==> src/logic/router_pkg.sv <==
`default_nettype none

package router_pkg;

    ////////////////////
    // Bus widths
    ////////////////////
    localparam int ADDR_W  = 32;
    localparam int DATA_W  = 32;
    localparam int SIZE_W  = 3;
    localparam int TRANS_W = 2;
    localparam int WBEN_W  = 4;

    // Only NONSEQ starts a transfer, everything else is idle
    localparam logic [TRANS_W-1:0] HTRANS_NONSEQ = 2'b10;

    localparam logic [SIZE_W-1:0] SIZE_BYTE = 3'b000;
    localparam logic [SIZE_W-1:0] SIZE_HALF = 3'b001;

    ////////////////////
    // Address map
    ////////////////////
    localparam int REG_SEL_BIT = 15;
    localparam int RAM_SEL_BIT = 14;
    localparam int MEM_ADDR_W  = 12;
    localparam int REG_ADDR_W  = 4;

    typedef enum logic [1:0] {
        TGT_INST,
        TGT_DATA,
        TGT_REG,
        TGT_NONE
    } target_sel_t;

    typedef enum logic {
        MST_IMEM,
        MST_DMEM
    } master_t;

    // Per-target command from the access controller
    typedef struct packed {
        logic    capture;
        master_t src;
        logic    commit;
    } target_cmd_t;

endpackage

`default_nettype wire

==> src/logic/bus_req_if.sv <==
`timescale 1ns/1ps
`default_nettype none

// One master's address phase plus its write data
interface bus_req_if;

    logic                              valid;
    router_pkg::target_sel_t           target;
    logic [router_pkg::ADDR_W-1:0]     addr;
    logic                              write;
    logic [router_pkg::SIZE_W-1:0]     size;
    logic [router_pkg::DATA_W-1:0]     wdata;

    modport src (
        output valid, target, addr, write, size, wdata
    );

    // Arbiter only needs to know who wants what
    modport ctl (
        input valid, target, write
    );

    modport tgt (
        input addr, write, size, wdata
    );

endinterface

`default_nettype wire

==> src/logic/master_port.sv <==
`timescale 1ns/1ps
`default_nettype none

module master_port (
    input  wire logic                              clk,
    input  wire logic                              reset,
    input  wire logic [router_pkg::ADDR_W-1:0]     haddr,
    input  wire logic                              hwrite,
    input  wire logic [router_pkg::SIZE_W-1:0]     hsize,
    input  wire logic [router_pkg::TRANS_W-1:0]    htrans,
    input  wire logic [router_pkg::DATA_W-1:0]     hwdata,
    input  wire logic                              grant,
    input  wire logic                              hready,
    input  wire logic [router_pkg::DATA_W-1:0]     inst_read,
    input  wire logic [router_pkg::DATA_W-1:0]     data_read,
    input  wire logic [router_pkg::DATA_W-1:0]     reg_read,
    output logic      [router_pkg::DATA_W-1:0]     hrdata,
    bus_req_if.src                                 req
);

    router_pkg::target_sel_t target;
    router_pkg::target_sel_t rd_target;
    logic                    valid;

    ////////////////////
    // Address decode
    ////////////////////
    always_comb begin
        if (htrans != router_pkg::HTRANS_NONSEQ) begin
            target = router_pkg::TGT_NONE;
        end else if (haddr[router_pkg::REG_SEL_BIT]) begin
            target = router_pkg::TGT_REG;
        end else if (haddr[router_pkg::RAM_SEL_BIT]) begin
            target = router_pkg::TGT_DATA;
        end else begin
            target = router_pkg::TGT_INST;
        end
    end

    assign valid      = (target != router_pkg::TGT_NONE);
    assign req.valid  = valid;
    assign req.target = target;
    assign req.addr   = haddr;
    assign req.write  = hwrite;
    assign req.size   = hsize;
    assign req.wdata  = hwdata;

    ////////////////////
    // Data phase
    ////////////////////
    // Held through stalls so hrdata keeps pointing at the right target
    always_ff @(posedge clk) begin
        if (reset) begin
            rd_target <= router_pkg::TGT_NONE;
        end else if (hready) begin
            rd_target <= (valid && grant && !hwrite) ? target : router_pkg::TGT_NONE;
        end
    end

    always_comb begin
        case (rd_target)
            router_pkg::TGT_INST: hrdata = inst_read;
            router_pkg::TGT_DATA: hrdata = data_read;
            router_pkg::TGT_REG:  hrdata = reg_read;
            default:              hrdata = '0;
        endcase
    end

endmodule

`default_nettype wire

==> src/logic/access_control.sv <==
`timescale 1ns/1ps
`default_nettype none

module access_control (
    input  wire logic               clk,
    input  wire logic               reset,
    bus_req_if.ctl                  imem_req,
    bus_req_if.ctl                  dmem_req,
    output router_pkg::target_cmd_t inst_cmd,
    output router_pkg::target_cmd_t data_cmd,
    output router_pkg::target_cmd_t reg_cmd,
    output logic                    imem_grant,
    output logic                    dmem_grant,
    output logic                    imem_hready,
    output logic                    dmem_hready
);

    localparam int NUM_TGT = 3;

    logic [NUM_TGT-1:0]      pend;
    router_pkg::master_t     favor [NUM_TGT];
    router_pkg::target_cmd_t cmd [NUM_TGT];
    router_pkg::master_t     shared_favor;
    logic                    same;
    logic                    stall;
    logic                    imem_acc;
    logic                    dmem_acc;

    ////////////////////
    // Arbitration
    ////////////////////
    assign same = imem_req.valid && dmem_req.valid && (imem_req.target == dmem_req.target);

    // Favor bit of the target both masters are after
    always_comb begin
        shared_favor = router_pkg::MST_IMEM;
        for (int t = 0; t < NUM_TGT; t++) begin
            if (imem_req.target == router_pkg::target_sel_t'(t)) begin
                shared_favor = favor[t];
            end
        end
    end

    assign imem_grant = !(same && shared_favor == router_pkg::MST_DMEM);
    assign dmem_grant = !(same && shared_favor == router_pkg::MST_IMEM);

    // A committing write holds off both masters for one cycle
    assign stall       = |pend;
    assign imem_hready = imem_grant && !stall;
    assign dmem_hready = dmem_grant && !stall;

    assign imem_acc = imem_req.valid && imem_hready;
    assign dmem_acc = dmem_req.valid && dmem_hready;

    ////////////////////
    // Per-target state
    ////////////////////
    for (genvar t = 0; t < NUM_TGT; t++) begin : g_tgt
        localparam router_pkg::target_sel_t TGT = router_pkg::target_sel_t'(t);
        localparam router_pkg::master_t FAVOR_INIT =
            (TGT == router_pkg::TGT_INST) ? router_pkg::MST_IMEM : router_pkg::MST_DMEM;

        logic                imem_want;
        logic                dmem_want;
        logic                imem_hit;
        logic                dmem_hit;
        logic                pend_q;
        router_pkg::master_t src_q;
        router_pkg::master_t favor_q;

        assign imem_want = imem_req.valid && (imem_req.target == TGT);
        assign dmem_want = dmem_req.valid && (dmem_req.target == TGT);
        assign imem_hit  = imem_acc && imem_want;
        assign dmem_hit  = dmem_acc && dmem_want;

        always_ff @(posedge clk) begin
            if (reset) begin
                pend_q  <= 1'b0;
                favor_q <= FAVOR_INIT;
            end else begin
                pend_q <= (imem_hit && imem_req.write) || (dmem_hit && dmem_req.write);
                if (imem_want && dmem_want && !stall) begin
                    favor_q <= (favor_q == router_pkg::MST_IMEM) ?
                        router_pkg::MST_DMEM : router_pkg::MST_IMEM;
                end
            end
        end

        // Who owns the write data on the next edge
        always_ff @(posedge clk) begin
            if (imem_hit || dmem_hit) begin
                src_q <= dmem_hit ? router_pkg::MST_DMEM : router_pkg::MST_IMEM;
            end
        end

        assign pend[t]  = pend_q;
        assign favor[t] = favor_q;
        assign cmd[t]   = '{
            capture: imem_hit || dmem_hit,
            src:     pend_q ? src_q : (dmem_hit ? router_pkg::MST_DMEM : router_pkg::MST_IMEM),
            commit:  pend_q
        };
    end

    assign inst_cmd = cmd[router_pkg::TGT_INST];
    assign data_cmd = cmd[router_pkg::TGT_DATA];
    assign reg_cmd  = cmd[router_pkg::TGT_REG];

endmodule

`default_nettype wire

==> src/logic/target_port.sv <==
`timescale 1ns/1ps
`default_nettype none

module target_port #(
    parameter type addr_t = logic [router_pkg::MEM_ADDR_W-1:0]
) (
    input  wire logic                              clk,
    input  wire logic                              reset,
    bus_req_if.tgt                                 imem_req,
    bus_req_if.tgt                                 dmem_req,
    input  wire router_pkg::target_cmd_t           cmd,
    output logic      [router_pkg::DATA_W-1:0]     write,
    output addr_t                                  addr,
    output logic      [router_pkg::WBEN_W-1:0]     wben,
    output logic                                   rwn
);

    localparam int AW = $bits(addr_t);
    // Register block takes byte address bits, the RAMs take word address bits
    localparam int LSB = (AW == router_pkg::REG_ADDR_W) ? 0 : 2;

    logic [router_pkg::ADDR_W-1:0] sel_addr;
    logic [router_pkg::SIZE_W-1:0] sel_size;
    logic                          sel_write;
    logic [router_pkg::DATA_W-1:0] sel_wdata;
    logic [1:0]                    lane_q;
    logic [router_pkg::SIZE_W-1:0] size_q;
    logic                          write_q;
    logic [router_pkg::WBEN_W-1:0] lanes;

    function automatic logic [router_pkg::WBEN_W-1:0] lane_mask(
        input logic [router_pkg::SIZE_W-1:0] size,
        input logic [1:0]                    offset
    );
        logic [router_pkg::WBEN_W-1:0] mask;
        case (size)
            router_pkg::SIZE_BYTE: mask = 4'b0001 << offset;
            router_pkg::SIZE_HALF: mask = offset[1] ? 4'b1100 : 4'b0011;
            default:               mask = 4'b1111;
        endcase
        return mask;
    endfunction

    // cmd.src names the master for both capture and commit
    assign sel_addr  = (cmd.src == router_pkg::MST_DMEM) ? dmem_req.addr  : imem_req.addr;
    assign sel_size  = (cmd.src == router_pkg::MST_DMEM) ? dmem_req.size  : imem_req.size;
    assign sel_write = (cmd.src == router_pkg::MST_DMEM) ? dmem_req.write : imem_req.write;
    assign sel_wdata = (cmd.src == router_pkg::MST_DMEM) ? dmem_req.wdata : imem_req.wdata;

    assign lanes = lane_mask(size_q, lane_q);

    ////////////////////
    // Address phase
    ////////////////////
    always_ff @(posedge clk) begin
        if (cmd.capture) begin
            addr    <= addr_t'(sel_addr[LSB +: AW]);
            lane_q  <= sel_addr[1:0];
            size_q  <= sel_size;
            write_q <= sel_write;
        end
    end

    ////////////////////
    // Write strobe
    ////////////////////
    // rwn drops for one cycle only
    always_ff @(posedge clk) begin
        if (reset) begin
            rwn  <= 1'b1;
            wben <= '0;
        end else begin
            rwn  <= !(cmd.commit && write_q);
            wben <= (cmd.commit && write_q) ? lanes : '0;
        end
    end

    always_ff @(posedge clk) begin
        if (cmd.commit) begin
            write <= sel_wdata;
        end
    end

endmodule

`default_nettype wire

==> src/logic/bus_router_top.sv <==
`timescale 1ns/1ps
`default_nettype none

module bus_router_top #(
    parameter int MEM_ADDR_W = router_pkg::MEM_ADDR_W
) (
    input  wire logic                                  clk,
    input  wire logic                                  reset,
    // Instruction port of the core
    input  wire logic [router_pkg::ADDR_W-1:0]         imem_haddr,
    input  wire logic                                  imem_hwrite,
    input  wire logic [router_pkg::SIZE_W-1:0]         imem_hsize,
    input  wire logic [router_pkg::TRANS_W-1:0]        imem_htrans,
    input  wire logic [router_pkg::DATA_W-1:0]         imem_hwdata,
    output logic      [router_pkg::DATA_W-1:0]         imem_hrdata,
    output logic                                       imem_hready,
    // Data port of the core
    input  wire logic [router_pkg::ADDR_W-1:0]         dmem_haddr,
    input  wire logic                                  dmem_hwrite,
    input  wire logic [router_pkg::SIZE_W-1:0]         dmem_hsize,
    input  wire logic [router_pkg::TRANS_W-1:0]        dmem_htrans,
    input  wire logic [router_pkg::DATA_W-1:0]         dmem_hwdata,
    output logic      [router_pkg::DATA_W-1:0]         dmem_hrdata,
    output logic                                       dmem_hready,
    // Instruction RAM
    input  wire logic [router_pkg::DATA_W-1:0]         inst_read,
    output logic      [router_pkg::DATA_W-1:0]         inst_write,
    output logic      [MEM_ADDR_W-1:0]                 inst_addr,
    output logic      [router_pkg::WBEN_W-1:0]         inst_wben,
    output logic                                       inst_rwn,
    // Data RAM
    input  wire logic [router_pkg::DATA_W-1:0]         data_read,
    output logic      [router_pkg::DATA_W-1:0]         data_write,
    output logic      [MEM_ADDR_W-1:0]                 data_addr,
    output logic      [router_pkg::WBEN_W-1:0]         data_wben,
    output logic                                       data_rwn,
    // Register block
    input  wire logic [router_pkg::DATA_W-1:0]         reg_read,
    output logic      [router_pkg::DATA_W-1:0]         reg_write,
    output logic      [router_pkg::REG_ADDR_W-1:0]     reg_addr,
    output logic      [router_pkg::WBEN_W-1:0]         reg_wben,
    output logic                                       reg_rwn
);

    router_pkg::target_cmd_t inst_cmd;
    router_pkg::target_cmd_t data_cmd;
    router_pkg::target_cmd_t reg_cmd;
    logic                    imem_grant;
    logic                    dmem_grant;

    bus_req_if imem_bus ();
    bus_req_if dmem_bus ();

    ////////////////////
    // Masters
    ////////////////////
    master_port u_imem_port (
        .clk(clk), .reset(reset),
        .haddr(imem_haddr), .hwrite(imem_hwrite), .hsize(imem_hsize),
        .htrans(imem_htrans), .hwdata(imem_hwdata),
        .grant(imem_grant), .hready(imem_hready),
        .inst_read(inst_read), .data_read(data_read), .reg_read(reg_read),
        .hrdata(imem_hrdata), .req(imem_bus)
    );

    master_port u_dmem_port (
        .clk(clk), .reset(reset),
        .haddr(dmem_haddr), .hwrite(dmem_hwrite), .hsize(dmem_hsize),
        .htrans(dmem_htrans), .hwdata(dmem_hwdata),
        .grant(dmem_grant), .hready(dmem_hready),
        .inst_read(inst_read), .data_read(data_read), .reg_read(reg_read),
        .hrdata(dmem_hrdata), .req(dmem_bus)
    );

    access_control u_ctrl (
        .clk(clk), .reset(reset),
        .imem_req(imem_bus), .dmem_req(dmem_bus),
        .inst_cmd(inst_cmd), .data_cmd(data_cmd), .reg_cmd(reg_cmd),
        .imem_grant(imem_grant), .dmem_grant(dmem_grant),
        .imem_hready(imem_hready), .dmem_hready(dmem_hready)
    );

    ////////////////////
    // Targets
    ////////////////////
    target_port #(.addr_t(logic [MEM_ADDR_W-1:0])) u_inst_port (
        .clk(clk), .reset(reset), .imem_req(imem_bus), .dmem_req(dmem_bus),
        .cmd(inst_cmd), .write(inst_write), .addr(inst_addr),
        .wben(inst_wben), .rwn(inst_rwn)
    );

    target_port #(.addr_t(logic [MEM_ADDR_W-1:0])) u_data_port (
        .clk(clk), .reset(reset), .imem_req(imem_bus), .dmem_req(dmem_bus),
        .cmd(data_cmd), .write(data_write), .addr(data_addr),
        .wben(data_wben), .rwn(data_rwn)
    );

    target_port #(.addr_t(logic [router_pkg::REG_ADDR_W-1:0])) u_reg_port (
        .clk(clk), .reset(reset), .imem_req(imem_bus), .dmem_req(dmem_bus),
        .cmd(reg_cmd), .write(reg_write), .addr(reg_addr),
        .wben(reg_wben), .rwn(reg_rwn)
    );

endmodule

`default_nettype wire

==> config.mk <==
export PLATFORM = sky130hd
export DESIGN_NAME = bus_router_top
export DESIGN_NICKNAME = d
export VERILOG_FILES = /design/src/logic/router_pkg.sv /design/src/logic/bus_req_if.sv /design/src/logic/master_port.sv /design/src/logic/access_control.sv /design/src/logic/target_port.sv /design/src/logic/bus_router_top.sv
export SDC_FILE = /design/constraint.sdc
export NUM_CORES = 1
export LEC_CHECK = 0
export ABC_CLOCK_PERIOD_IN_PS = 4900
export BUFFER_PORTS_ARGS = -buffer_cell sky130_fd_sc_hd__buf_2
export CAP_MARGIN = 25
export CORE_AREA = 2 2 174 176
export CTS_CLUSTER_SIZE = 16
export DETAILED_ROUTE_END_ITERATION = 10
export DIE_AREA = 0 0 176 178
export PLACE_DENSITY = 0.52
export SLEW_MARGIN = 20
export SYNTH_ARGS = -nofsm -noshare
export SYNTH_HDL_FRONTEND = slang
export SYNTH_SLANG_ARGS = --single-unit
export TNS_END_PERCENT = 30
==> constraint.sdc <==
create_clock -name clk -period 4.9 [get_ports clk]
set_clock_uncertainty 0.05 [all_clocks]
set_input_delay 0.245 -clock clk [delete_from_list [all_inputs] [get_ports clk]]
set_output_delay 0.245 -clock clk [all_outputs]
set_load 0.05 [all_outputs]
**Word-level counts from Yosys, hierarchy flattened**

Index checks and enable logic that the tools add are counted.

- Register bits: 170
- Word-level logic and storage cells: 159
- Input bits: 238

- Reductions and logical operators: 64
- Shift-type cells: 3
- Equality and inequality tests: 16
- Bitwise operators: 4
- Multiplexer cells: 40

Operator list:

| cell | count |
|---|---|
| $pmux W32 S3 | 2 |
| $mux W32 | 3 |
| $logic_and A1 B1 Y1 | 39 |
| $mux W14 | 2 |
| $pmux W4 S2 | 3 |
| $mux W1 | 17 |
| $mux W4 | 4 |
| $mux W2 | 6 |
| $shl A1 B2 Y4 const A | 3 |
| $eq A3 B1 Y1 const B | 3 |
| $logic_not A3 Y1 | 3 |
| $mux W3 | 3 |
| $eq A2 B1 Y1 const B | 4 |
| $eq A2 B2 Y1 const B | 4 |
| $logic_not A1 Y1 | 8 |
| $logic_not A2 Y1 | 4 |
| $ne A2 B2 Y1 const B | 4 |
| $logic_or A1 B1 Y1 | 6 |
| $reduce_or A2 Y1 | 3 |
| $not A1 Y1 | 4 |
| $reduce_or A3 Y1 | 1 |
| $eq A2 B2 Y1 | 1 |

**Longest topological paths before layout**

Gate-level depths: netlist of run 1.

- Depth in word-level cells: 16
- Depth in mapped cells: 6
- Mapped depth without buffers: 4

**Hierarchy**

From an unflattened synthesis of run 1, not the netlist that was laid out.

- Cells, all modules: 730
- Area total of the unflattened synthesis: 10597.7 um2

By module, submodules not included:

| module | instances | cells each | area an instance (um2) | sequential area each (um2) |
|---|---|---|---|---|
| target_port at u_data_port ... | 2 | 122 | 2523.7 | 1601.5 |
| master_port | 2 | 157 | 1551.5 | 40.0 |
| target_port at u_reg_port | 1 | 100 | 1856.8 | 1301.2 |
| access_control | 1 | 72 | 590.6 | 210.2 |

**Least setup slack after synthesis of run 1**

OpenSTA, ideal clock, no wires.

- Path type: flip-flop to flip-flop
- Start point: register u_ctrl.g_tgt[1].pend_q
- End point: register u_ctrl.g_tgt[0].src_q (enable)
- Clock period less this slack: 3.448 ns
- Cell stages (with the launch flop): 4
- Setup slack: 1.452 ns
- Setup time: 0.425 ns
- Arrival: 2.973 ns
- Required time: 4.425 ns
- Cells stage by stage: dfxtp_1 > nor3_1 > o31ai_1 > o31ai_1

RTL lines:

| item | line | RTL |
|---|---|---|
| from (decl) | access_control.sv:67 | `logic pend_q;` |
| from (signal assigned) | access_control.sv:81 | `pend_q <= (imem_hit && imem_req.write) \|\| (dmem_hit && dmem_req.write);` |
| to (signal assigned) | access_control.sv:92 | `src_q <= dmem_hit ? router_pkg::MST_DMEM : router_pkg::MST_IMEM;` |
| to (decl) | access_control.sv:68 | `router_pkg::master_t src_q;` |

**Final worst setup path of run 1**

- Start point: register u_ctrl.g_tgt[1].pend_q
- End point: register u_reg_port.write[17] (netlist bit) (data pin)

- Word-level cells in the longest chain between the ends: 8

Ends and longest elaborated chain:

| item | line | RTL |
|---|---|---|
| $reduce_or A3 Y1 | access_control.sv:48 | `assign stall = \|pend;` |
| $logic_not A1 Y1 | access_control.sv:50 | `assign dmem_hready = dmem_grant && !stall;` |
| $logic_and A1 B1 Y1 | access_control.sv:50 |  |
| $logic_and A1 B1 Y1 | access_control.sv:53 | `assign dmem_acc = dmem_req.valid && dmem_hready;` |
| $logic_and A1 B1 Y1 | access_control.sv:74 | `assign dmem_hit = dmem_acc && dmem_want;` |
| net u_ctrl.g_tgt[2].dmem_hit | access_control.sv:66 | `logic dmem_hit;` |
| $mux W1 (2 in a row) | access_control.sv:100 | `src: pend_q ? src_q : (dmem_hit ? router_pkg::MST_DMEM : router_pkg::MST_IMEM),` |
| $mux W32 | target_port.sv:48 | `assign sel_wdata = (cmd.src == router_pkg::MST_DMEM) ? dmem_req.wdata : imem_req.wdata;` |
| net u_reg_port.sel_wdata (one bit) | target_port.sv:25 | `logic [router_pkg::DATA_W-1:0] sel_wdata;` |
| to (signal assigned) | target_port.sv:80 | `write <= sel_wdata;` |
| to (decl) | target_port.sv:12 | `output logic [router_pkg::DATA_W-1:0] write,` |

The timed path passes the listed nets, and every way through them passes these cells.
A chain may end at the register's enable or synchronous reset.

==> impl_results.html, run 1 <==
<table>
<tr><th>Metric</th><th>Value</th></tr>
<tr><th colspan="2">Setup path</th></tr>
<tr><td>Crit Reg-Reg Startpoint</td><td>u_ctrl.g_tgt[1].pend_q</td></tr>
<tr><td>Kind of capture point of the worst setup path</td><td>flop</td></tr>
<tr><td>Number of stages on the worst setup path</td><td>6</td></tr>
<tr><td>Largest fanout on the critical path</td><td>40</td></tr>
<tr><td>End point of the critical path</td><td>u_reg_port.write[17]</td></tr>
<tr><td>R2r worst-path depth</td><td>6</td></tr>
<tr><td>Slowest stage delay, CP</td><td>0.50 ns</td></tr>
<tr><td>Worst setup SP type</td><td>flop</td></tr>
<tr><td>Destination of the worst register-to-register timing path</td><td>u_reg_port.write[17]</td></tr>
<tr><td>Setup crit start</td><td>u_ctrl.g_tgt[1].pend_q</td></tr>
<tr><td>Required time of the worst setup path</td><td>between 5 and 6 ns</td></tr>
<tr><td>CP dominant cell by count</td><td>sky130_fd_sc_hd__buf_4</td></tr>
<tr><td>Cell Chain, Critical Path</td><td>buf_4, or3_1, a311oi_1, a21o_2, buf_4, mux2_2</td></tr>
<tr><td>Arrival time at the worst endpoint</td><td>3.13 ns</td></tr>
<tr><td>Worst R2R Setup Slack</td><td>1.89 ns</td></tr>
<tr><td>Standard cell with the maximum stage delay on the critical path</td><td>sky130_fd_sc_hd__buf_4</td></tr>
<tr><td>Cell family contributing the most delay on the critical path</td><td>buffers and inverters</td></tr>
<tr><td>Critical path class</td><td>flop to flop</td></tr>
<tr><td>Critical path buffer and inverter count</td><td>2</td></tr>
<tr><th colspan="2">Synthesis</th></tr>
<tr><td>Number of synthesis warnings</td><td>0</td></tr>
<tr><td>Most used standard cell by instance count after synthesis</td><td>sky130_fd_sc_hd__edfxtp_1</td></tr>
<tr><td>Count of flip-flops with a built-in enable after synthesis</td><td>143</td></tr>
<tr><td>Most numerous cell types in the synthesized netlist</td><td>sky130_fd_sc_hd__edfxtp_1, sky130_fd_sc_hd__o21ai_0, sky130_fd_sc_hd__mux2_2</td></tr>
<tr><td>Ys flop type</td><td>sky130_fd_sc_hd__edfxtp_1</td></tr>
<tr><td>Synth area leaders</td><td>sky130_fd_sc_hd__edfxtp_1, sky130_fd_sc_hd__mux2_2, sky130_fd_sc_hd__mux2_4</td></tr>
<tr><td>Post-Syn Area per Cell</td><td>13.3 sq um</td></tr>
<tr><td>Post-synthesis cell type with the largest combined area</td><td>sky130_fd_sc_hd__edfxtp_1</td></tr>
<tr><td>Share of flip-flops with an asynchronous set or reset after synthesis</td><td>0%</td></tr>
<tr><td>Summed instance area of the synthesized netlist</td><td>slightly below 9000 sq um</td></tr>
<tr><td>Area share of the largest cell type after synthesis</td><td>about half</td></tr>
<tr><td>Synthesis-stage register bit count</td><td>168</td></tr>
<tr><td>Cell count after synthesis</td><td>651</td></tr>
<tr><td>Syn Nets</td><td>889</td></tr>
<tr><td>Sequential area share after synthesis</td><td>55.3%</td></tr>
<tr><td>Unique masters post-synth</td><td>46</td></tr>
<tr><th colspan="2">CTS</th></tr>
<tr><td>Max Root-Sink Buffers</td><td>2</td></tr>
<tr><td>Post-cts repair resize count</td><td>0</td></tr>
<tr><td>Clock latency reported for the late side of the worst-skew pair</td><td>0.43 ns</td></tr>
<tr><td>Max H-tree Level</td><td>4</td></tr>
<tr><td>Clock-pin transition on the worst setup and hold timing paths</td><td>0.08 ns</td></tr>
<tr><td>CTS tree</td><td>done</td></tr>
<tr><td>CTS Root Buffer Type</td><td>sky130_fd_sc_hd__clkbuf_16</td></tr>
<tr><td>Clock buffer count from CTS</td><td>17</td></tr>
<tr><td>Clock sink count</td><td>168</td></tr>
<tr><th colspan="2">Layout</th></tr>
<tr><td>Final nets</td><td>1,296</td></tr>
<tr><td>Fraction of final layout cells with drive strength greater than 1</td><td>~55%</td></tr>
<tr><td>Synth-to-layout area growth</td><td>36.3%</td></tr>
<tr><th colspan="2">Route</th></tr>
<tr><td>Routed wirelength normalized by instance count</td><td>between 15 and 20 um</td></tr>
<tr><td>Starting DRT DRC Count</td><td>312</td></tr>
<tr><td>Vias/cell</td><td>around 4.7</td></tr>
<tr><td>Post-route DRC</td><td>0</td></tr>
<tr><td>Post-detailed-routing wire length</td><td>27,700 um</td></tr>
<tr><td>Number of routed nets with antenna violations</td><td>0</td></tr>
<tr><td>Via count</td><td>6,871</td></tr>
<tr><td>First-pass iteration count of the detailed router</td><td>4</td></tr>
<tr><th colspan="2">Timing</th></tr>
<tr><td>Highest attainable clock frequency</td><td>332 MHz</td></tr>
<tr><td>Post-Route Hold Slack</td><td>0.0751 ns</td></tr>
<tr><td>Setup repair after global routing missed its margin</td><td>no</td></tr>
<tr><td>Number of pins with negative max-slew slack in the final report</td><td>0</td></tr>
<tr><td># setup viols final</td><td>0</td></tr>
<tr><td>Final period demand of the worst path</td><td>about 3.0 ns</td></tr>
<tr><td>Setup TNS</td><td>0 ns</td></tr>
<tr><td>Number of hold-slack violations in the final timing report</td><td>0</td></tr>
<tr><td>Slew headroom</td><td>between 40% and 50%</td></tr>
<tr><td>Share of the clock period used by the worst path after layout</td><td>approximately 60%</td></tr>
<tr><td>Slew at the pin with the worst max-slew slack</td><td>0.793 ns</td></tr>
<tr><th colspan="2">Die</th></tr>
<tr><td>Floorplan die area</td><td>about 31,000 sq um</td></tr>
<tr><td>Horizontal die dimension</td><td>176 um</td></tr>
<tr><td>Die Y</td><td>approximately 180 um</td></tr>
<tr><td>Placement row count</td><td>63</td></tr>
<tr><td>Initial core utilization</td><td>29.5%</td></tr>
<tr><td>Core Box Area</td><td>29,400 sq um</td></tr>
<tr><td>I/O pins</td><td>approximately 440</td></tr>
<tr><th colspan="2">Pwr</th></tr>
<tr><td>Proportion of total power due to net switching</td><td>26.5%</td></tr>
<tr><td>Leakage dissipation</td><td>5.35 nW</td></tr>
<tr><td>Maximum VDD drop</td><td>0.205 mV</td></tr>
<tr><td>Part of the power in the clock network</td><td>37.7%</td></tr>
<tr><td>Cell-internal power</td><td>0.00256 W</td></tr>
<tr><td>Net Sw Power</td><td>0.000922 W</td></tr>
<tr><td>Power share of the combinational group</td><td>16.2%</td></tr>
<tr><td>Cell Pwr Density</td><td>around 290 nW/um^2</td></tr>
<tr><td>Fraction of power consumed by sequential logic</td><td>46.1%</td></tr>
<tr><th colspan="2">Global route</th></tr>
<tr><td>Number of global-route vias before repair</td><td>~7,000</td></tr>
<tr><td>Overflow after GRT</td><td>0</td></tr>
<tr><td>Global-route wire length before repair</td><td>40,900 um</td></tr>
<tr><td>Pin count of the biggest net entering global routing</td><td>51</td></tr>
<tr><td>Number of antenna violations at the first check in global routing</td><td>7</td></tr>
<tr><td>Combined global-route utilization of all metal layers</td><td>~17%</td></tr>
<tr><th colspan="2">Placed design</th></tr>
<tr><td>Routability Congestion</td><td>about 0.8</td></tr>
<tr><td>Sum of net half-perimeters after detailed placement</td><td>about 20,000 um</td></tr>
<tr><td>Number of port buffers</td><td>410</td></tr>
<tr><th colspan="2">Worst hold path</th></tr>
<tr><td>Path class of the lowest-slack min-delay path</td><td>primary input to flop</td></tr>
<tr><th colspan="2">Outcome</th></tr>
<tr><td>Outcome</td><td>complete, no violations</td></tr>
<tr><th colspan="2">Job</th></tr>
<tr><td>MaxCap Viol Count</td><td>0</td></tr>
</table>
-- repair_timing --
action | in CTS | in global routing
hold buffers | 1 | 0
hold endpoints to repair | 1 | 0
setup buffers | 0 | 0
-- cell families after synthesis --
group           Yosys count  synth area share [%]
compound gates          114                  7.68
simple gates            109                  5.79
buf+inv                  52                  3.09
flops                   168                  55.3
mux                     206                  28.0
xor+xnor                  2                 0.202
-- final cells by class --
cell class	instances	area [sq um]
Antenna cell	5	12.5
Clock buffer	21	504
Clock inverter	11	80.1
Fill cell	2887	17600
Inverter	13	48.8
Multi-Input combinational cell	431	3660
Sequential cell	168	4800
Tap cell	390	488
Timing Repair Buffer	427	2220
-- tightest hold or removal path: stages --
cell	delay [ns]
sky130_fd_sc_hd__buf_2	0.15
sky130_fd_sc_hd__nand2_1	0.07
sky130_fd_sc_hd__a21oi_1	0.05
-- per-stage QoR --
stage	setup slack (ns)	cells	instance area, sq um	total power, W	utilization (%)
after detailed placement	1.58	1426	11200	0.00220	38.0
final	1.89	1466	11800	0.00348	40.2
after global routing	1.70	1466	11800	0.00363	40.2
after floorplan	1.45	651	8670	0.00200	-
after global placement	1.60	1424	11200	0.00220	37.9
after CTS	1.57	1459	11800	0.00353	40.1
-- flip-flops by register name, summed over array words and instances, names as in the netlist, 4 cells and up --
name and count:
u_inst_port.addr 12, u_data_port.write 32, u_data_port.addr 12, u_reg_port.write 32, u_inst_port.wben 4, u_data_port.wben 4
u_reg_port.wben 4, u_inst_port.write 32
-- how the worst min path moves through the flow --
stage	startpoint	to	depth (start not counted)
floorplan	reset	u_ctrl.g_tgt[2].pend_q	1
detailed placement	u_ctrl.g_tgt[1].favor_q	u_ctrl.g_tgt[1].favor_q	2
global placement	u_ctrl.g_tgt[1].favor_q	u_ctrl.g_tgt[1].favor_q	2
CTS	dmem_hwrite	u_ctrl.g_tgt[2].pend_q	3
global route	imem_haddr[5]	u_inst_port.addr[3]	2
finish	dmem_hwrite	u_ctrl.g_tgt[2].pend_q	3
-- power groups by stage --
stage,sequential [W],clock [W],combinational (W)
finish,0.00161,0.00131,0.000565
global route,0.00161,0.00141,0.000605
CTS,0.00161,0.00135,0.000566
detailed placement,0.00164,0,0.000563
global placement,0.00164,0,0.000557
floorplan,0.00172,0,0.000278
-- per-layer routing --
| layer | GRT usage (%) | routed length (um) | up-vias |
|---|---|---|---|
| met2 | 31.4 | 14500 | 297 |
| met3 | 5.67 | 2230 | 29 |
| met1 | 18.9 | 10500 | 3266 |
| met5 | 0 | 23 | - |
| met4 | 6.27 | 420 | 4 |
| li1 | - | - | 3275 |
-- cells in the final DEF, fill, tap and decap left out, types with 2 or more instances in the layout --
| cell | Yosys | layout |
|---|---|---|
| sky130_fd_sc_hd__buf_2 | 1 | 410 |
| sky130_fd_sc_hd__edfxtp_1 | 143 | 143 |
| sky130_fd_sc_hd__o21ai_0 | 74 | 74 |
| sky130_fd_sc_hd__mux2_2 | 73 | 73 |
| sky130_fd_sc_hd__nand2_1 | 68 | 68 |
| sky130_fd_sc_hd__mux2i_1 | 66 | 66 |
| sky130_fd_sc_hd__mux2_4 | 50 | 50 |
| sky130_fd_sc_hd__clkbuf_16 | 0 | 20 |
| sky130_fd_sc_hd__dfxtp_1 | 25 | 20 |
| sky130_fd_sc_hd__mux2_1 | 17 | 17 |
| sky130_fd_sc_hd__a21oi_1 | 15 | 15 |
| sky130_fd_sc_hd__inv_1 | 13 | 13 |
| sky130_fd_sc_hd__buf_4 | 9 | 12 |
| sky130_fd_sc_hd__nor2_1 | 10 | 10 |
| sky130_fd_sc_hd__o21bai_1 | 7 | 7 |
| sky130_fd_sc_hd__nand3_1 | 6 | 6 |
| sky130_fd_sc_hd__diode_2 | 0 | 5 |
| sky130_fd_sc_hd__dfxtp_2 | 0 | 5 |
| sky130_fd_sc_hd__inv_6 | 0 | 4 |
| sky130_fd_sc_hd__nand3b_1 | 3 | 3 |
| sky130_fd_sc_hd__clkinvlp_4 | 0 | 3 |
| sky130_fd_sc_hd__nor2b_2 | 0 | 2 |
| sky130_fd_sc_hd__or3_1 | 2 | 2 |
| sky130_fd_sc_hd__a311oi_1 | 2 | 2 |
| sky130_fd_sc_hd__nor3_1 | 2 | 2 |
| sky130_fd_sc_hd__nor3b_1 | 2 | 2 |
| sky130_fd_sc_hd__and2_1 | 2 | 2 |
| sky130_fd_sc_hd__o31ai_1 | 4 | 2 |
| sky130_fd_sc_hd__o31ai_4 | 0 | 2 |
| sky130_fd_sc_hd__nand4_1 | 2 | 2 |
| sky130_fd_sc_hd__xor2_1 | 2 | 2 |
| sky130_fd_sc_hd__o311ai_0 | 2 | 2 |
| sky130_fd_sc_hd__o32ai_1 | 2 | 2 |
| sky130_fd_sc_hd__clkinv_2 | 0 | 2 |
| sky130_fd_sc_hd__buf_8 | 0 | 2 |
| sky130_fd_sc_hd__buf_12 | 0 | 2 |
Note: power is estimated with default switching activity, not from simulation.
==> run 2, diff against run 1 <==
ABC_AREA = 1   (was not set)
ABC_CLOCK_PERIOD_IN_PS = 2750   (was 4900)
CORE_AREA = 2 2 170 172   (was 2 2 174 176)
DIE_AREA = 0 0 172 174   (was 0 0 176 178)
PLACE_DENSITY = 0.56   (was 0.52)
clock period = 2.75 ns   (was 4.9 ns; I/O delays follow)
==> run 2 against run 1 <==
Die area down 4.5%. Synthesized cell count up 55%. Worst hold slack got worse by 0.064 ns. Sequential share of layout area down 3.4 points. First-iteration DRC count grew 120%. Non-clock buffer count up 123. Worst setup slack got worse by 1.7 ns. Clock-buffer cell count shrank 4. Critical path depth is 8 higher. Cell area increased by 9.2%. Register-to-register slack lost 1.6 ns. Combinational power increased by 120%. Critical endpoint is now u_data_port.addr[11].
==> impl_results.html, run 2 <==
<table>
<tr><th>Metric</th><th>Value</th></tr>
<tr><th colspan="2">Synthesis</th></tr>
<tr><td>Most used standard cell by instance count after synthesis</td><td>sky130_fd_sc_hd__nand2_1 (was sky130_fd_sc_hd__edfxtp_1)</td></tr>
<tr><td>Cell count after synthesis</td><td>1,012 (was 651)</td></tr>
<tr><td>Sequential area share after synthesis</td><td>55.4% (was 55.3%)</td></tr>
<tr><td>Unique masters post-synth</td><td>28 (was 46)</td></tr>
<tr><td>Simple-Gate Fraction of Synth Area</td><td>28.7% (was 5.79%)</td></tr>
<tr><td>Post-synthesis cell type with the largest combined area</td><td>sky130_fd_sc_hd__edfxtp_1 (unchanged)</td></tr>
<tr><td>Count of flip-flops with a built-in enable after synthesis</td><td>143 (unchanged)</td></tr>
<tr><td>Synth area leaders</td><td>sky130_fd_sc_hd__edfxtp_1, sky130_fd_sc_hd__nand2_1, sky130_fd_sc_hd__nand3_1 (was sky130_fd_sc_hd__edfxtp_1, sky130_fd_sc_hd__mux2_2, sky130_fd_sc_hd__mux2_4)</td></tr>
<tr><td>Number of synthesis warnings</td><td>0 (unchanged)</td></tr>
<tr><td>Compound-Gate Fraction of Synth Area</td><td>8.12% (was 7.68%)</td></tr>
<tr><td>Share of flip-flops with an asynchronous set or reset after synthesis</td><td>0% (unchanged)</td></tr>
<tr><td>Share of cell area taken by muxes after synthesis</td><td>0% (was 28.0%)</td></tr>
<tr><td>Syn Nets</td><td>1,250 (was 889)</td></tr>
<tr><td>Summed instance area of the synthesized netlist</td><td>8660 sq um (was 8670 sq um)</td></tr>
<tr><td>Post-Synth Adder-Cell Area</td><td>0% (unchanged)</td></tr>
<tr><td>Post-Syn Area per Cell</td><td>8.56 sq um (was 13.3 sq um)</td></tr>
<tr><td>Dominant combinational cell family by area after synthesis</td><td>simple AND/OR/NAND/NOR gates (was multiplexers)</td></tr>
<tr><td>Synthesis-stage register bit count</td><td>168 (unchanged)</td></tr>
<tr><td>Area share of the largest cell type after synthesis</td><td>49.6% (was 49.5%)</td></tr>
<tr><td>Ys flop type</td><td>sky130_fd_sc_hd__edfxtp_1 (unchanged)</td></tr>
<tr><td>Most numerous cell types in the synthesized netlist</td><td>sky130_fd_sc_hd__nand2_1, sky130_fd_sc_hd__nand3_1, sky130_fd_sc_hd__edfxtp_1 (was sky130_fd_sc_hd__edfxtp_1, sky130_fd_sc_hd__o21ai_0, sky130_fd_sc_hd__mux2_2)</td></tr>
<tr><td>Post-synthesis share of cell area spent on xor and xnor gates</td><td>0% (was 0.202%)</td></tr>
<tr><th colspan="2">Layout</th></tr>
<tr><td>Most frequent cells in the layout</td><td>sky130_fd_sc_hd__buf_2, sky130_fd_sc_hd__nand2_1, sky130_fd_sc_hd__nand3_1 (was sky130_fd_sc_hd__buf_2, sky130_fd_sc_hd__edfxtp_1, sky130_fd_sc_hd__o21ai_0)</td></tr>
<tr><td>Top flop regs</td><td>u_data_port.write: 32 flops, u_inst_port.write: 32 flops, u_reg_port.write: 32 flops (unchanged)</td></tr>
<tr><td>Fraction of final layout cells with drive strength greater than 1</td><td>32.6% (was 55.4%)</td></tr>
<tr><td>Synth-to-layout area growth</td><td>49.0% (was 36.3%)</td></tr>
<tr><td>Final core utilization</td><td>45.7% (was 40.2%)</td></tr>
<tr><td>Most frequent standard cell in the layout excluding fill and tap cells</td><td>sky130_fd_sc_hd__buf_2 (unchanged)</td></tr>
<tr><td>Layout fillers</td><td>2,871 (was 2,887)</td></tr>
<tr><td>Finished layout cell area</td><td>12,900 sq um (was 11,800 sq um)</td></tr>
<tr><td>Final nets</td><td>1,757 (was 1,296)</td></tr>
<tr><th colspan="2">Placed design</th></tr>
<tr><td>Cell area reported after detailed placement</td><td>11,200 sq um (about the same)</td></tr>
<tr><td>Number of port buffers</td><td>410 (unchanged)</td></tr>
<tr><td>Sum of net half-perimeters after detailed placement</td><td>23,600 um (was 20,500 um)</td></tr>
<tr><td>Routability Congestion</td><td>0.833 (was 0.816)</td></tr>
<tr><th colspan="2">Pwr</th></tr>
<tr><td>Net Sw Power</td><td>0.00203 W (was 0.000922 W)</td></tr>
<tr><td>Part of the power in the clock network</td><td>38.2% (was 37.7%)</td></tr>
<tr><td>Maximum VDD drop</td><td>0.371 mV (was 0.205 mV)</td></tr>
<tr><td>Cell Pwr Density</td><td>515 nW/um^2 (was 295 nW/um^2)</td></tr>
<tr><td>Proportion of total power due to net switching</td><td>30.6% (was 26.5%)</td></tr>
<tr><td>Power share of the combinational group</td><td>18.6% (was 16.2%)</td></tr>
<tr><td>Overall power after layout</td><td>0.00664 W (was 0.00348 W)</td></tr>
<tr><td>Fraction of power consumed by sequential logic</td><td>43.2% (was 46.1%)</td></tr>
<tr><td>Cell-internal power</td><td>0.00461 W (was 0.00256 W)</td></tr>
<tr><td>Leakage dissipation</td><td>6.31 nW (was 5.35 nW)</td></tr>
<tr><th colspan="2">Route</th></tr>
<tr><td>Post-detailed-routing wire length</td><td>34,500 um (was 27,700 um)</td></tr>
<tr><td>Vias/cell</td><td>4.89 (was 4.69)</td></tr>
<tr><td>Post-route DRC</td><td>0 (unchanged)</td></tr>
<tr><td>Routed wirelength normalized by instance count</td><td>18.0 um (was 18.9 um)</td></tr>
<tr><td>Starting DRT DRC Count</td><td>687 (was 312)</td></tr>
<tr><td>First-pass iteration count of the detailed router</td><td>5 (was 4)</td></tr>
<tr><td>Via count</td><td>9,377 (was 6,871)</td></tr>
<tr><td>Number of routed nets with antenna violations</td><td>0 (unchanged)</td></tr>
<tr><th colspan="2">Timing</th></tr>
<tr><td># setup viols final</td><td>0 (unchanged)</td></tr>
<tr><td>Final period demand of the worst path</td><td>2.61 ns</td></tr>
<tr><td>Share of the clock period used by the worst path after layout</td><td>94.8%</td></tr>
<tr><td>Setup repair after global routing missed its margin</td><td>no (unchanged)</td></tr>
<tr><td>Number of hold-slack violations in the final timing report</td><td>0 (unchanged)</td></tr>
<tr><td>Setup TNS</td><td>0 ns (unchanged)</td></tr>
<tr><td>Slew headroom</td><td>50.0% (was 47.1%)</td></tr>
<tr><td>Highest attainable clock frequency</td><td>383 MHz</td></tr>
<tr><td>Slew at the pin with the worst max-slew slack</td><td>0.749 ns (was 0.793 ns)</td></tr>
<tr><td>Number of pins with negative max-slew slack in the final report</td><td>0 (unchanged)</td></tr>
<tr><th colspan="2">Setup path</th></tr>
<tr><td>Cell Chain, Critical Path</td><td>dlygate4sd3_1, buf_2, inv_2, nand2_1, nand2_1, nand3_1, nor2_2, nand2_4, nand3_2, nand2_2, buf_4, nand2_1, nand2_1, dlygate4sd3_1 (was buf_4, or3_1, a311oi_1, a21o_2, buf_4, mux2_2)</td></tr>
<tr><td>Largest fanout on the critical path</td><td>28 (was 40)</td></tr>
<tr><td>Standard cell with the maximum stage delay on the critical path</td><td>sky130_fd_sc_hd__dlygate4sd3_1 (was sky130_fd_sc_hd__buf_4)</td></tr>
<tr><td>Cell family contributing the most delay on the critical path</td><td>buffers and inverters (unchanged)</td></tr>
<tr><td>Critical path class</td><td>primary input to flop (was flop to flop)</td></tr>
<tr><td>CP dominant cell by count</td><td>sky130_fd_sc_hd__nand2_1 (was sky130_fd_sc_hd__buf_4)</td></tr>
<tr><td>Arrival time at the worst endpoint</td><td>2.73 ns (was 3.13 ns)</td></tr>
<tr><td>Kind of capture point of the worst setup path</td><td>flop (unchanged)</td></tr>
<tr><td>Slowest stage delay, CP</td><td>0.56 ns (was 0.50 ns)</td></tr>
<tr><td>Required time of the worst setup path</td><td>2.87 ns (was 5.02 ns)</td></tr>
<tr><td>Critical path buffer and inverter count</td><td>5 (was 2)</td></tr>
<tr><td>Worst setup SP type</td><td>primary input (was flop)</td></tr>
<tr><th colspan="2">Die</th></tr>
<tr><td>Initial core utilization</td><td>30.7% (was 29.5%)</td></tr>
<tr><td>Placement row count</td><td>62 (was 63)</td></tr>
<tr><td>Horizontal die dimension</td><td>172 um (was 176 um)</td></tr>
<tr><td>Core Box Area</td><td>28,200 sq um (was 29,400 sq um)</td></tr>
<tr><td>Floorplan die area</td><td>29,900 sq um (was 31,300 sq um)</td></tr>
<tr><td>I/O pins</td><td>443 (unchanged)</td></tr>
<tr><td>Die Y</td><td>174 um (was 178 um)</td></tr>
<tr><th colspan="2">CTS</th></tr>
<tr><td>CTS tree</td><td>done (unchanged)</td></tr>
<tr><td>CTS Root Buffer Type</td><td>sky130_fd_sc_hd__clkbuf_16 (unchanged)</td></tr>
<tr><td>Clock sink count</td><td>168 (unchanged)</td></tr>
<tr><td>Post-CTS setup buffer count</td><td>0 (unchanged)</td></tr>
<tr><td>Max H-tree Level</td><td>4 (unchanged)</td></tr>
<tr><td>Max Root-Sink Buffers</td><td>2 (unchanged)</td></tr>
<tr><td>Clock-pin transition on the worst setup and hold timing paths</td><td>0.07 ns (was 0.08 ns)</td></tr>
<tr><td>Clock latency reported for the late side of the worst-skew pair</td><td>0.42 ns (was 0.43 ns)</td></tr>
<tr><td>Clock buffer count from CTS</td><td>17 (unchanged)</td></tr>
<tr><th colspan="2">Worst hold path</th></tr>
<tr><td>Path class of the lowest-slack min-delay path</td><td>primary input to flop (unchanged)</td></tr>
<tr><th colspan="2">Outcome</th></tr>
<tr><td>Outcome</td><td>complete, no violations (unchanged)</td></tr>
<tr><th colspan="2">Global route</th></tr>
<tr><td>Number of global-route vias before repair</td><td>9,270 (was 6,978)</td></tr>
<tr><td>Combined global-route utilization of all metal layers</td><td>22.3% (was 17.3%)</td></tr>
<tr><td>Number of antenna violations at the first check in global routing</td><td>1 (was 7)</td></tr>
<tr><td>Global-route wire length before repair</td><td>51,500 um (was 40,900 um)</td></tr>
<tr><td>Overflow after GRT</td><td>0 (unchanged)</td></tr>
<tr><td>Pin count of the biggest net entering global routing</td><td>51 (unchanged)</td></tr>
<tr><th colspan="2">Job</th></tr>
<tr><td>MaxCap Viol Count</td><td>0 (unchanged)</td></tr>
</table>
run 2: cell count changes in the layout (fill, tap and decap cells not counted), moves of 55 or more:
cell	change
sky130_fd_sc_hd__mux2_2	-73
sky130_fd_sc_hd__dlygate4sd3_1	+109
sky130_fd_sc_hd__mux2i_1	-66
sky130_fd_sc_hd__inv_1	+87
sky130_fd_sc_hd__o221ai_1	+64
sky130_fd_sc_hd__nand3_1	+147
sky130_fd_sc_hd__nand2_1	+315
sky130_fd_sc_hd__o21ai_0	-55
run 2: worst min-delay path, cell delays in order:
cell and delay [ns]:
sky130_fd_sc_hd__buf_2 0.11, sky130_fd_sc_hd__nand3_1 0.07, sky130_fd_sc_hd__nand2_1 0.06
run 2: path summary, 6_finish.rpt:
check	startpoint	endpoint	slack (ns)	depth (start not counted)
max reg2reg	u_ctrl.g_tgt[0].pend_q	u_inst_port.addr[5]	0.33	6
min	imem_hwdata[10]	u_inst_port.write[10]	0.01	3
max	dmem_haddr[15]	u_data_port.addr[11]	0.14	14
min reg2reg	u_ctrl.g_tgt[0].favor_q	u_ctrl.g_tgt[0].favor_q	0.43	2
run 2: metal layers:
metal / up-vias / part of all wire (%) / GRT usage [%]
met4: 0 / 3.0 / 8.33
met2: 490 / 49 / 38.7
met3: 53 / 7.6 / 4.19
met5: - / 0 / 0
met1: 4384 / 40 / 27.5
li1: 4450 / - / -
run 2: what timing repair did:
action / 4_1_cts / 5_1_grt
endpoints found under the hold margin: 136 / 0
endpoints found under the setup margin: 0 / 10
gates resized for setup: 0 / 1
hold buffers: 110 / 0
run 2: cell type report:
type                            count  area [sq um]  area share (%)
Timing Repair Buffer              550          3390            26.3
Antenna cell                        1          2.50          0.0194
Multi-Input combinational cell    678          3220            24.9
Inverter                          104           390            3.02
Clock inverter                     15           204            1.58
Clock buffer                       17           425            3.30
Tap cell                          384           480            3.72
Sequential cell                   168          4800            37.2
run 2: cell families (layout without fill, tap and decap cells):
kind of cell    Yosys count  after routing
compound gates           92             92
buf+inv                 166            686
flops                   168            168
other cells               0              1
simple gates            586            586
run 2: power by group through the flow:
| stage | Sequential (W) | Clock [W] | Combinational (W) |
|---|---|---|---|
| after floorplan | 0.00307 | 0 | 0.000526 |
| after global placement | 0.00293 | 0 | 0.00107 |
| after detailed placement | 0.00293 | 0 | 0.00109 |
| after CTS | 0.00287 | 0.00258 | 0.00123 |
| after global routing | 0.00287 | 0.00269 | 0.00133 |
| final | 0.00287 | 0.00254 | 0.00123 |
run 2: per-stage QoR:
stage	worst slack, ns	hold slack [ns]	cells
3_3_place_gp	0.475	0.364	1774
4_1_cts	0.0850	0.00105	1916
6_report	0.142	0.0113	1917
3_5_place_dp	0.476	0.356	1774
2_1_floorplan	0.122	0.157	1012
5_1_grt	0.0587	0.00787	1917
